[src/logic/rv_defines.svh]
`ifndef RV_DEFINES_SVH
`define RV_DEFINES_SVH

// ======================================================================
// Core geometry
// ======================================================================

`define RV_XLEN   32  // Data and instruction width
`define RV_NREGS  32  // Architectural registers, x0 included
`define RV_REG_AW 5   // Register index width

`endif

[src/logic/rv_decode_pkg.sv]
`include "rv_defines.svh"

package rv_decode_pkg;

  // ======================================================================
  // Basic words
  // ======================================================================

  typedef logic [`RV_XLEN-1:0]   data_t;
  typedef logic [`RV_REG_AW-1:0] reg_addr_t;

  // ======================================================================
  // Major opcodes, RV32I base set without SYSTEM and MISC-MEM
  // ======================================================================

  typedef enum logic [6:0] {
    OPC_LOAD   = 7'b0000011,
    OPC_STORE  = 7'b0100011,
    OPC_BRANCH = 7'b1100011,
    OPC_JAL    = 7'b1101111,
    OPC_JALR   = 7'b1100111,
    OPC_OP_IMM = 7'b0010011,
    OPC_OP     = 7'b0110011,
    OPC_LUI    = 7'b0110111,
    OPC_AUIPC  = 7'b0010111
  } opcode_t;

  // ======================================================================
  // ALU operations seen by the execute stage
  // ======================================================================

  typedef enum logic [3:0] {
    ALU_ADD    = 4'd0,
    ALU_SUB    = 4'd1,
    ALU_SLL    = 4'd2,
    ALU_SLT    = 4'd3,
    ALU_SLTU   = 4'd4,
    ALU_XOR    = 4'd5,
    ALU_SRL    = 4'd6,
    ALU_SRA    = 4'd7,
    ALU_OR     = 4'd8,
    ALU_AND    = 4'd9,
    ALU_PASS_B = 4'd10  // Operand B straight through, used by LUI
  } alu_op_t;

  // ======================================================================
  // Immediate layouts
  // ======================================================================

  typedef enum logic [2:0] {
    IMM_I,
    IMM_S,
    IMM_B,
    IMM_U,
    IMM_J,
    IMM_NONE  // R-type and unknown encodings
  } imm_fmt_t;

endpackage

[src/logic/decode_ifs.sv]
`timescale 1ns/100ps

// Decoder results toward the stage register
interface dec_if;
  import rv_decode_pkg::*;

  opcode_t   opcode;
  alu_op_t   alu_op;
  data_t     imm;
  reg_addr_t rd;
  reg_addr_t rs1;
  reg_addr_t rs2;
  logic      reg_write;
  logic      mem_write;
  logic      branch;
  logic      alu_src_imm;
  logic      illegal;

  modport producer (
    output opcode, alu_op, imm, rd, rs1, rs2,
    output reg_write, mem_write, branch, alu_src_imm, illegal
  );

  modport consumer (
    input opcode, alu_op, imm, rd, rs1, rs2,
    input reg_write, mem_write, branch, alu_src_imm, illegal
  );
endinterface

// Register file read ports
interface rf_read_if;
  import rv_decode_pkg::*;

  reg_addr_t rs1;
  reg_addr_t rs2;
  data_t     rs1_val;
  data_t     rs2_val;

  modport requester (output rs1, rs2);
  modport responder (input rs1, rs2, output rs1_val, rs2_val);
  modport observer  (input rs1_val, rs2_val);
endinterface

[src/logic/instr_decoder.sv]
`timescale 1ns/100ps
`include "rv_defines.svh"

module instr_decoder (
  input  rv_decode_pkg::data_t instr,
  dec_if.producer              dec,
  rf_read_if.requester         rf
);
  import rv_decode_pkg::*;

  logic [6:0] opc_bits;
  logic [2:0] funct3;
  logic       funct7_b5;
  logic       legal;
  opcode_t    opcode;
  imm_fmt_t   imm_fmt;
  data_t      imm;
  alu_op_t    alu_op;
  logic       reg_write;

  // Shared funct3 map for OP and OP_IMM
  function automatic alu_op_t funct_alu_op(input logic [2:0] f3,
                                           input logic       alt,
                                           input logic       is_reg);
    alu_op_t op;
    case (f3)
      3'b000:  op = (alt && is_reg) ? ALU_SUB : ALU_ADD;  // No SUBI
      3'b001:  op = ALU_SLL;
      3'b010:  op = ALU_SLT;
      3'b011:  op = ALU_SLTU;
      3'b100:  op = ALU_XOR;
      3'b101:  op = alt ? ALU_SRA : ALU_SRL;
      3'b110:  op = ALU_OR;
      default: op = ALU_AND;
    endcase
    return op;
  endfunction

  assign opc_bits  = instr[6:0];
  assign funct3    = instr[14:12];
  assign funct7_b5 = instr[30];

  // ======================================================================
  // Opcode recognition
  // ======================================================================

  always_comb begin
    case (opc_bits)
      OPC_LOAD, OPC_STORE, OPC_BRANCH, OPC_JAL, OPC_JALR,
      OPC_OP_IMM, OPC_OP, OPC_LUI, OPC_AUIPC: legal = 1'b1;
      default:                                legal = 1'b0;  // SYSTEM, FENCE and the rest
    endcase
  end

  assign opcode = legal ? opcode_t'(opc_bits) : OPC_OP_IMM;  // Unknown maps onto a NOP shape

  // ======================================================================
  // Immediate generation
  // ======================================================================

  always_comb begin
    case (opcode)
      OPC_LOAD, OPC_OP_IMM, OPC_JALR: imm_fmt = IMM_I;
      OPC_STORE:                      imm_fmt = IMM_S;
      OPC_BRANCH:                     imm_fmt = IMM_B;
      OPC_LUI, OPC_AUIPC:             imm_fmt = IMM_U;
      OPC_JAL:                        imm_fmt = IMM_J;
      default:                        imm_fmt = IMM_NONE;
    endcase
    if (!legal) begin
      imm_fmt = IMM_NONE;
    end
  end

  always_comb begin
    case (imm_fmt)
      IMM_I:   imm = {{(`RV_XLEN-12){instr[31]}}, instr[31:20]};
      IMM_S:   imm = {{(`RV_XLEN-12){instr[31]}}, instr[31:25], instr[11:7]};
      IMM_B:   imm = {{(`RV_XLEN-13){instr[31]}}, instr[31], instr[7],
                      instr[30:25], instr[11:8], 1'b0};
      IMM_U:   imm = {instr[31:12], 12'b0};
      IMM_J:   imm = {{(`RV_XLEN-21){instr[31]}}, instr[31], instr[19:12],
                      instr[20], instr[30:21], 1'b0};
      default: imm = '0;
    endcase
  end

  // ======================================================================
  // ALU operation and control flags
  // ======================================================================

  always_comb begin
    case (opcode)
      OPC_OP:     alu_op = funct_alu_op(funct3, funct7_b5, 1'b1);
      OPC_OP_IMM: alu_op = funct_alu_op(funct3, funct7_b5, 1'b0);
      OPC_LUI:    alu_op = ALU_PASS_B;
      OPC_BRANCH: alu_op = ALU_SUB;  // Compare by subtraction
      default:    alu_op = ALU_ADD;  // Address and link arithmetic
    endcase
    if (!legal) begin
      alu_op = ALU_ADD;
    end
  end

  assign reg_write = legal && (opcode != OPC_STORE) && (opcode != OPC_BRANCH);

  assign dec.opcode      = opcode;
  assign dec.alu_op      = alu_op;
  assign dec.imm         = imm;
  assign dec.rd          = reg_write ? instr[7 +: `RV_REG_AW] : '0;
  assign dec.rs1         = instr[15 +: `RV_REG_AW];
  assign dec.rs2         = instr[20 +: `RV_REG_AW];
  assign dec.reg_write   = reg_write;
  assign dec.mem_write   = legal && (opcode == OPC_STORE);
  assign dec.branch      = legal && (opcode == OPC_BRANCH);
  assign dec.alu_src_imm = legal && (opcode != OPC_OP) && (opcode != OPC_BRANCH);
  assign dec.illegal     = !legal;

  // Register file addresses go out raw, reads are harmless for any format
  assign rf.rs1 = instr[15 +: `RV_REG_AW];
  assign rf.rs2 = instr[20 +: `RV_REG_AW];

endmodule

[src/logic/reg_file.sv]
`timescale 1ns/100ps
`include "rv_defines.svh"

module reg_file (
  input  logic                     clk,
  input  logic                     reset,
  rf_read_if.responder             rf,
  input  logic                     wb_en,
  input  rv_decode_pkg::reg_addr_t wb_rd,
  input  rv_decode_pkg::data_t     wb_data
);
  import rv_decode_pkg::*;

  data_t regs [1:`RV_NREGS-1];  // x0 has no storage

  // ======================================================================
  // Write port
  // ======================================================================

  always_ff @(posedge clk) begin
    if (reset) begin
      for (int i = 1; i < `RV_NREGS; i++) begin
        regs[i] <= '0;
      end
    end else if (wb_en && (wb_rd != '0)) begin
      regs[wb_rd] <= wb_data;
    end
  end

  // ======================================================================
  // Read ports
  // ======================================================================

  // Zero register first, then bypass of the write in flight
  function automatic data_t read_port(input reg_addr_t addr);
    data_t val;
    if (addr == '0) begin
      val = '0;
    end else if (wb_en && (addr == wb_rd)) begin
      val = wb_data;
    end else begin
      val = regs[addr];
    end
    return val;
  endfunction

  always_comb begin
    rf.rs1_val = read_port(rf.rs1);
    rf.rs2_val = read_port(rf.rs2);
  end

endmodule

[src/logic/id_ex_stage.sv]
`timescale 1ns/100ps

module id_ex_stage (
  input  logic                     clk,
  input  logic                     reset,
  input  logic                     instr_valid,
  input  logic                     stall,
  dec_if.consumer                  dec,
  rf_read_if.observer              rf,
  output logic                     ex_valid,
  output logic                     ex_reg_write,
  output logic                     ex_mem_write,
  output logic                     ex_branch,
  output logic                     ex_alu_src_imm,
  output logic                     ex_illegal,
  output rv_decode_pkg::opcode_t   ex_opcode,
  output rv_decode_pkg::alu_op_t   ex_alu_op,
  output rv_decode_pkg::reg_addr_t ex_rd,
  output rv_decode_pkg::data_t     ex_rs1_val,
  output rv_decode_pkg::data_t     ex_rs2_val,
  output rv_decode_pkg::data_t     ex_imm
);
  import rv_decode_pkg::*;

  // ======================================================================
  // Control half
  // ======================================================================

  always_ff @(posedge clk) begin
    if (reset) begin
      ex_valid       <= 1'b0;
      ex_reg_write   <= 1'b0;
      ex_mem_write   <= 1'b0;
      ex_branch      <= 1'b0;
      ex_alu_src_imm <= 1'b0;
      ex_illegal     <= 1'b0;
    end else if (!stall) begin
      ex_valid       <= instr_valid;
      ex_reg_write   <= instr_valid & dec.reg_write;  // Bubble writes nothing
      ex_mem_write   <= instr_valid & dec.mem_write;
      ex_branch      <= instr_valid & dec.branch;
      ex_alu_src_imm <= instr_valid & dec.alu_src_imm;
      ex_illegal     <= instr_valid & dec.illegal;
    end
  end

  // ======================================================================
  // Payload half
  // ======================================================================

  // Cleared on reset too so the execute stage sees an all-zero record
  always_ff @(posedge clk) begin
    if (reset) begin
      ex_opcode  <= opcode_t'(7'd0);
      ex_alu_op  <= ALU_ADD;
      ex_rd      <= '0;
      ex_rs1_val <= '0;
      ex_rs2_val <= '0;
      ex_imm     <= '0;
    end else if (!stall) begin
      ex_opcode  <= dec.opcode;
      ex_alu_op  <= dec.alu_op;
      ex_rd      <= dec.rd;
      ex_rs1_val <= rf.rs1_val;  // Already bypassed in the register file
      ex_rs2_val <= rf.rs2_val;
      ex_imm     <= dec.imm;
    end
  end

endmodule

[src/logic/decode_unit.sv]
`timescale 1ns/100ps

module decode_unit (
  input  logic                     clk,
  input  logic                     reset,
  input  logic                     instr_valid,
  input  logic                     stall,
  input  rv_decode_pkg::data_t     instr,
  input  logic                     wb_en,
  input  rv_decode_pkg::reg_addr_t wb_rd,
  input  rv_decode_pkg::data_t     wb_data,
  output logic                     ex_valid,
  output logic                     ex_reg_write,
  output logic                     ex_mem_write,
  output logic                     ex_branch,
  output logic                     ex_alu_src_imm,
  output logic                     ex_illegal,
  output rv_decode_pkg::opcode_t   ex_opcode,
  output rv_decode_pkg::alu_op_t   ex_alu_op,
  output rv_decode_pkg::reg_addr_t ex_rd,
  output rv_decode_pkg::data_t     ex_rs1_val,
  output rv_decode_pkg::data_t     ex_rs2_val,
  output rv_decode_pkg::data_t     ex_imm
);

  // ======================================================================
  // Internal buses
  // ======================================================================

  dec_if     dec_bus ();
  rf_read_if rf_bus ();

  // ======================================================================
  // Decode, operand read and stage register
  // ======================================================================

  instr_decoder u_decoder (
    .instr (instr),
    .dec   (dec_bus.producer),
    .rf    (rf_bus.requester)
  );

  reg_file u_reg_file (
    .clk     (clk),
    .reset   (reset),
    .rf      (rf_bus.responder),
    .wb_en   (wb_en),
    .wb_rd   (wb_rd),
    .wb_data (wb_data)
  );

  id_ex_stage u_id_ex (
    .clk            (clk),
    .reset          (reset),
    .instr_valid    (instr_valid),
    .stall          (stall),
    .dec            (dec_bus.consumer),
    .rf             (rf_bus.observer),
    .ex_valid       (ex_valid),
    .ex_reg_write   (ex_reg_write),
    .ex_mem_write   (ex_mem_write),
    .ex_branch      (ex_branch),
    .ex_alu_src_imm (ex_alu_src_imm),
    .ex_illegal     (ex_illegal),
    .ex_opcode      (ex_opcode),
    .ex_alu_op      (ex_alu_op),
    .ex_rd          (ex_rd),
    .ex_rs1_val     (ex_rs1_val),
    .ex_rs2_val     (ex_rs2_val),
    .ex_imm         (ex_imm)
  );

endmodule

[config.mk]
export PLATFORM = sky130hd
export DESIGN_NAME = decode_unit
export DESIGN_NICKNAME = d
export VERILOG_FILES = /design/src/logic/rv_decode_pkg.sv /design/src/logic/decode_ifs.sv /design/src/logic/instr_decoder.sv /design/src/logic/reg_file.sv /design/src/logic/id_ex_stage.sv /design/src/logic/decode_unit.sv
export VERILOG_INCLUDE_DIRS = /design/src /design/src/logic
export SDC_FILE = /design/constraint.sdc
export NUM_CORES = 2
export LEC_CHECK = 0
export ABC_AREA = 1
export BUFFER_PORTS_ARGS = -buffer_cell sky130_fd_sc_hd__buf_2
export CAP_MARGIN = 20
export CORE_UTILIZATION = 50
export DETAILED_ROUTE_END_ITERATION = 10
export PLACE_DENSITY_LB_ADDON = 0.08
export SYNTH_ARGS = -nofsm -noshare
export SYNTH_HDL_FRONTEND = slang
export SYNTH_SLANG_ARGS = --single-unit
[constraint.sdc]
create_clock -name clk -period 3.2 [get_ports clk]
set_clock_uncertainty 0.05 [all_clocks]
set_input_delay 0.32 -clock clk [delete_from_list [all_inputs] [get_ports clk]]
set_output_delay 0.32 -clock clk [all_outputs]
set_load 0.1 [all_outputs]
* Yosys cells after proc, flatten, opt, wreduce, memory -nomap -nowiden
Memories as Yosys holds them, arrays and structs flattened. Cells that the tools add are included.
Word-level totals: bits in registers 118, latch bits 0, RAM bits 992, memory bits (read-only) 0, input bits 74, output and inout port bits 118, memories kept 1
Memory list:
- u_reg_file.regs | depth 31, bits a word 32, rd ports 2, clocked after memory_dff 0, write ports 31, RTL line reg_file.sv:14 | data_t regs [1:`RV_NREGS-1];
Operators by class: add/subtract/negate cells 0, $mul 0, div/mod/pow operators 0, order comparisons 0, equality and inequality tests 33, shift operators 0, mux-type cells 24, bitwise gates (word level) 5, reductions and logical operators 19
Operator list (number):
- 2-to-1 mux 32 bit | 5
- case mux 32 bit (5 select lines) | 1
- case mux 4 bit (7 select lines) | 2
- equality test 7 x 6 -> 1 bit (second input constant) | 6
- equality test 7 bit (second input constant) | 6
- OR reduction 32 bit | 1
- equality test 7 x 5 -> 1 bit (second input constant) | 4
- case mux 4 bit (4 select lines) | 1
- case mux 3 bit (5 select lines) | 1
- equality test 7 x 2 -> 1 bit (second input constant) | 2
- inequality test 7 x 6 -> 1 bit (second input constant) | 2
- equality test 3 x 2 -> 1 bit (second input constant) | 4
- equality test 3 bit (second input constant) | 4
- equality test 5 bit | 2
- logical NOT 5 bit | 2
- 2-to-1 mux 5 bit | 2
- logical AND 1 bit | 9
- 2-to-1 mux 1 bit | 9
- OR reduction 9 bit | 1
- 2-to-1 mux 7 bit | 1
- inequality test 7 bit (second input constant) | 1
- equality test 3 x 1 -> 1 bit (second input constant) | 2
- logical NOT 3 bit | 2
- AND 1 bit | 5
- 6 further kinds | 6

* Logic depth before layout (Yosys ltp)
depth in word-level cells 10, depth in mapped cells 14, mapped depth without buffers 11

* Hierarchy
Synthesis repeated with hierarchy kept, for this count alone.
Second synthesis, totals: cell total of the unflattened synthesis 8124, area total of the unflattened synthesis 62977.9 µm²
By module, submodules not included:
- reg_file | instances 1, cells each 7427, area an instance 57991.9 µm², sequential area each 30749.5 µm²
- id_ex_stage | instances 1, cells each 511, area an instance 4033.9 µm², sequential area each 2362.3 µm²
- instr_decoder | instances 1, cells each 186, area an instance 952.2 µm², sequential area each 0.0 µm²

* Worst setup path after synthesis
OpenSTA, ideal clock, no wires.
kind input to register, start point in wb_rd[2], end point mem u_reg_file.regs[23][0] (netlist name), enable pin, arrival 2.021 ns, setup slack 0.651 ns, stages on the path 10, path buffers 2, cells stage by stage buf_2 > nor3_1 > nand2_1 > nand3_1 > inv_1 > nand3_1 > inv_1 > nand2_1 > buf_4 > nand2_1
RTL lines:
- start, declared | RTL line decode_unit.sv:10 | input rv_decode_pkg::reg_addr_t wb_rd,
- end, declared | RTL line reg_file.sv:14

* Worst setup path in the final report
start point in instr[2], end point reg u_id_ex.ex_imm[19]
Between the ends: cells in the longest elaborated chain, start to end 10, elaborated cells on any way between the ends 30, classes of those cells 21 x eq/ne; 5 x mux; 4 x reduce/logical
Ends and longest elaborated chain:
- start, declared | RTL line decode_unit.sv:8 | input rv_decode_pkg::data_t instr,
- equality test 7 x 2 -> 1 bit (tied with other cells) | RTL line instr_decoder.sv:48 | case (opc_bits)
- OR reduction 9 bit | RTL line instr_decoder.sv:48
- 2-to-1 mux 1 bit | RTL line instr_decoder.sv:48
- 2-to-1 mux 7 bit | RTL line instr_decoder.sv:55 | assign opcode = legal ? opcode_t'(opc_bits) : OPC_OP_IMM;
- equality test 7 x 2 -> 1 bit (tied with other cells) | RTL line instr_decoder.sv:62 | case (opcode)
- OR reduction 3 bit / OR reduction 2 bit (equally long branches) | RTL line instr_decoder.sv:62
- case mux 3 bit (5 select lines) | RTL line instr_decoder.sv:62
- 2-to-1 mux 3 bit (*) | RTL line instr_decoder.sv:70 | if (!legal) begin
- equality test 3 bit (tied with other cells) | RTL line instr_decoder.sv:76 | case (imm_fmt)
- case mux 32 bit (5 select lines) (*) | RTL line instr_decoder.sv:76
- end signal, assigned | RTL line id_ex_stage.sv:66 | ex_imm <= dec.imm;
- end, declared | RTL line id_ex_stage.sv:21 | output rv_decode_pkg::data_t ex_imm
Mark *: on every way between the ends. The rest lies on a longest branch, timed or not. A chain may end at the register's enable or synchronous reset.

==> results by group <==
Status
  – Outcome: complete, no violations

Global routing
  – First-pass GRT wire length: 345 mm
  – Vias in the first global route: about 52000
  – Pin count of the biggest net entering global routing: 131
  – Met1 Use GR: 49.3%
  – Gr ovfl total: 0
  – Busiest grt layer: met2
  – Antenna violations before repair: 5
  – Met2 usage: 56.4%
  – Global router's overall resource usage: around 37%
  – Global Route met3 Usage: 5.42%

STA
  – Slew Limit Fails: 0
  – # setup viols final: 0
  – Clock period minus worst slack: 2340 ps
  – Worst Tran Pin Value: 807 ps
  – Fin crit share: 73.3%
  – Total negative setup slack: 0 ps
  – Peak Freq: around 430 MHz
  – Final hold vios: 0
  – RSZ-0062 raised after global routing: no
  – Worst slew margin: 46.2%

CTS
  – Sink Count: 1142
  – # H-tree levels: 4
  – CTS tree: yes
  – Worst-Skew Late Latency: 780 ps
  – Clock root cell: clkbuf_16
  – TritonCTS buffer count: 135
  – Clk slew on worst S/H paths: around 60 ps
  – CTS max path bufs: 3
  – Post-CTS setup buffers: 0

Drt
  – Final wirelength: 236 mm
  – Average wire per standard cell: approximately 25 um
  – DRC viols: 0
  – Via density: 5.96
  – Vias: 56825
  – DR iter-0 viols: about 8000
  – Routed Antenna Nets: 0
  – First-pass DRT Iterations: 7

Synth
  – Synth Register Bits: 1142
  – Mapped Area: 0.0619 mm2
  – Unique masters post-synth: 30
  – Post-synthesis sequential area ratio: between 50% and 60%
  – Syn Inst Count: around 8000
  – Total of warnings raised by yosys: 0
  – Syn avg cell area: 7.95 um2

Critical path
  – Endpoint arrival time on the critical path: 3000 ps
  – Setup Crit Path Kind: in2reg
  – Cell chain of the critical path: dlygate4sd3_1 > buf_2 > nor3_1 > nand2_1 > nand3_1 > nand2_1 > nand2_1 > o21ai_0 > a21oi_1
  – Crit end category: register
  – CP Max Fanout: 13
  – Startpoint types: input port
  – Crit path required time: 3850 ps
  – FF-to-FF path depth: 8
  – Crit path top cell by count: nand2_1
  – Slowest-stage cell, CP: dlygate4sd3_1
  – Slowest stage delay, CP: 530 ps

Floorplanning
  – Core Region: approximately 0.12 mm2
  – Die X: 354 um
  – I/O pins: ~190
  – Rows: 128
  – Initial core utilization: between 50% and 60%
  – Height of the die: 354 um
  – Die ar.: 0.125 mm2

Place
  – HPWL Detailed: 147 mm
  – RePlAce Congestion: 0.934
  – PortBufs: 191
  – DP Area: 0.0649 mm2

Cells and area
  – Share of cells above drive strength 1: 8.56%
  – Highest-count cells in the layout ignoring fill and taps: nand2_1, nor2_1, edfxtp_1, nand3_1, a21oi_1
  – Final Core Density: between 50% and 60%
  – Commonest non-fill, non-tap cell in the layout: nand2_1
  – Layout net count: 7876
  – Design area: around 0.07 mm2
  – Layout overhead on the synthesized area: 12.6%
  – Layout filler cell count: about 11000

Min path
  – Hold depth: 4
  – Hold crit path type: in2reg

Job
  – Max_cap viols: 0

Power and ir drop
  – Worst IR Drop VDD: 579 uV
  – Tot Pwr: 38.0 mW
  – Pwr Density: 546 mW/mm2
  – P_leak: 28.9 nW
[path summary, 6_finish.rpt]
path | start | end | slack (ps)
worst max-delay path | instr[2] | u_id_ex.ex_imm[19] | 860
worst min-delay path | instr[3] | u_id_ex.ex_opcode[3] | 40
worst max register to register | u_reg_file.regs[30][3] | u_id_ex.ex_rs1_val[3] | 1210
worst min register to register | u_id_ex.ex_imm[29] | u_id_ex.ex_imm[29] | 410
[where the power goes]
part | internal (mW) | leakage [nW] | switching, mW | total [mW]
Sequential | 17.0 | 10.7 | 0.399 | 17.4
Combinational | 1.36 | 16.1 | 4.15 | 5.51
Clock | 8.78 | 2.08 | 6.31 | 15.1
[state kept, by name, summed over array words and instances (netlist names), 4 cells and up]
signal and flops:
u_reg_file.regs 1024, u_id_ex.ex_imm 32, u_id_ex.ex_rs1_val 32, u_id_ex.ex_rs2_val 32
u_id_ex.ex_opcode 7, u_id_ex.ex_rd 5, u_id_ex.ex_alu_op 4
[metrics by stage]
| stage | setup slack, ps | cells | hold WS [ps] |
|---|---|---|---|
| 2_1_floorplan | 651 | 7818 | 369 |
| 3_3_place_gp | 559 | 9234 | 394 |
| 3_5_place_dp | 551 | 9234 | 403 |
| 4_1_cts | 845 | 9532 | 4.26 |
| 5_1_grt | 416 | 9532 | 55.4 |
| 6_report | 856 | 9535 | 43.9 |
[layer usage]
layer,share of wire (%),vias to the layer above
met2,44,3615
met5,0.010,-
li1,-,25716
met4,7.4,4
met3,10,616
met1,38,26874
[synth_stat cells]
master | count | share of area, %
a21oi_1 | 447 | 3.6
a31oi_1 | 6 | 0.061
and2_1 | 1 | 0.010
buf_1 | 44 | 0.27
buf_2 | 273 | 2.2
buf_4 | 83 | 1.0
buf_6 | 14 | 0.25
clkbuf_1 | 248 | 1.5
clkinv_1 | 4 | 0.024
conb_1 | 1 | 0.0061
dfxtp_1 | 118 | 3.8
edfxtp_1 | 1024 | 50
inv_1 | 376 | 2.3
inv_2 | 5 | 0.030
nand2_1 | 2136 | 13
nand3_1 | 665 | 5.4
nand3_2 | 2 | 0.032
nand4_1 | 6 | 0.061
nor2_1 | 1620 | 9.8
nor2_2 | 1 | 0.010
nor2_4 | 4 | 0.073
nor3_1 | 15 | 0.12
o2111ai_1 | 12 | 0.17
o211ai_1 | 256 | 3.1
o21ai_0 | 407 | 3.3
o21ai_1 | 9 | 0.073
o22ai_1 | 4 | 0.040
o31ai_4 | 1 | 0.034
or2_2 | 1 | 0.010
xor2_1 | 4 | 0.057
[final cells by class]
cell class | instances | area, um2 | area share (%)
flip-flops and latches | 1142 | 33100 | 47.5
multi-input cells | 5629 | 24300 | 34.8
repair buffers | 509 | 4550 | 6.53
clock buffers | 181 | 3750 | 5.38
well taps | 1625 | 2030 | 2.92
inverters | 385 | 1470 | 2.10
clock inverters | 61 | 499 | 0.716
diodes | 3 | 7.51 | 0.0108
[cells by family after synthesis]
kind of cell              count (synthesis)  synth area share [%]
other                                     1               0.00606
xor gates and xnor gates                  4                0.0566
and+or+nand+nor                        4451                  28.5
AOI/OAI and AO/OA                      1142                  10.4
DFF                                    1142                  53.5
buffers and inverters                  1047                  7.57
[worst max-delay path, delay by kind of cell]
family | cells | cell delay [ps]
buffers and inverters | 2 | 680
AND/OR/NAND/NOR | 5 | 1680
AO/OA/AOI/OAI | 2 | 290
[what timing repair did]
item	in CTS	in global routing
resized for setup	0	0
endpoints found under the hold margin	136	0
hold buffers	56	0
Power figures use the tool's default switching activity.
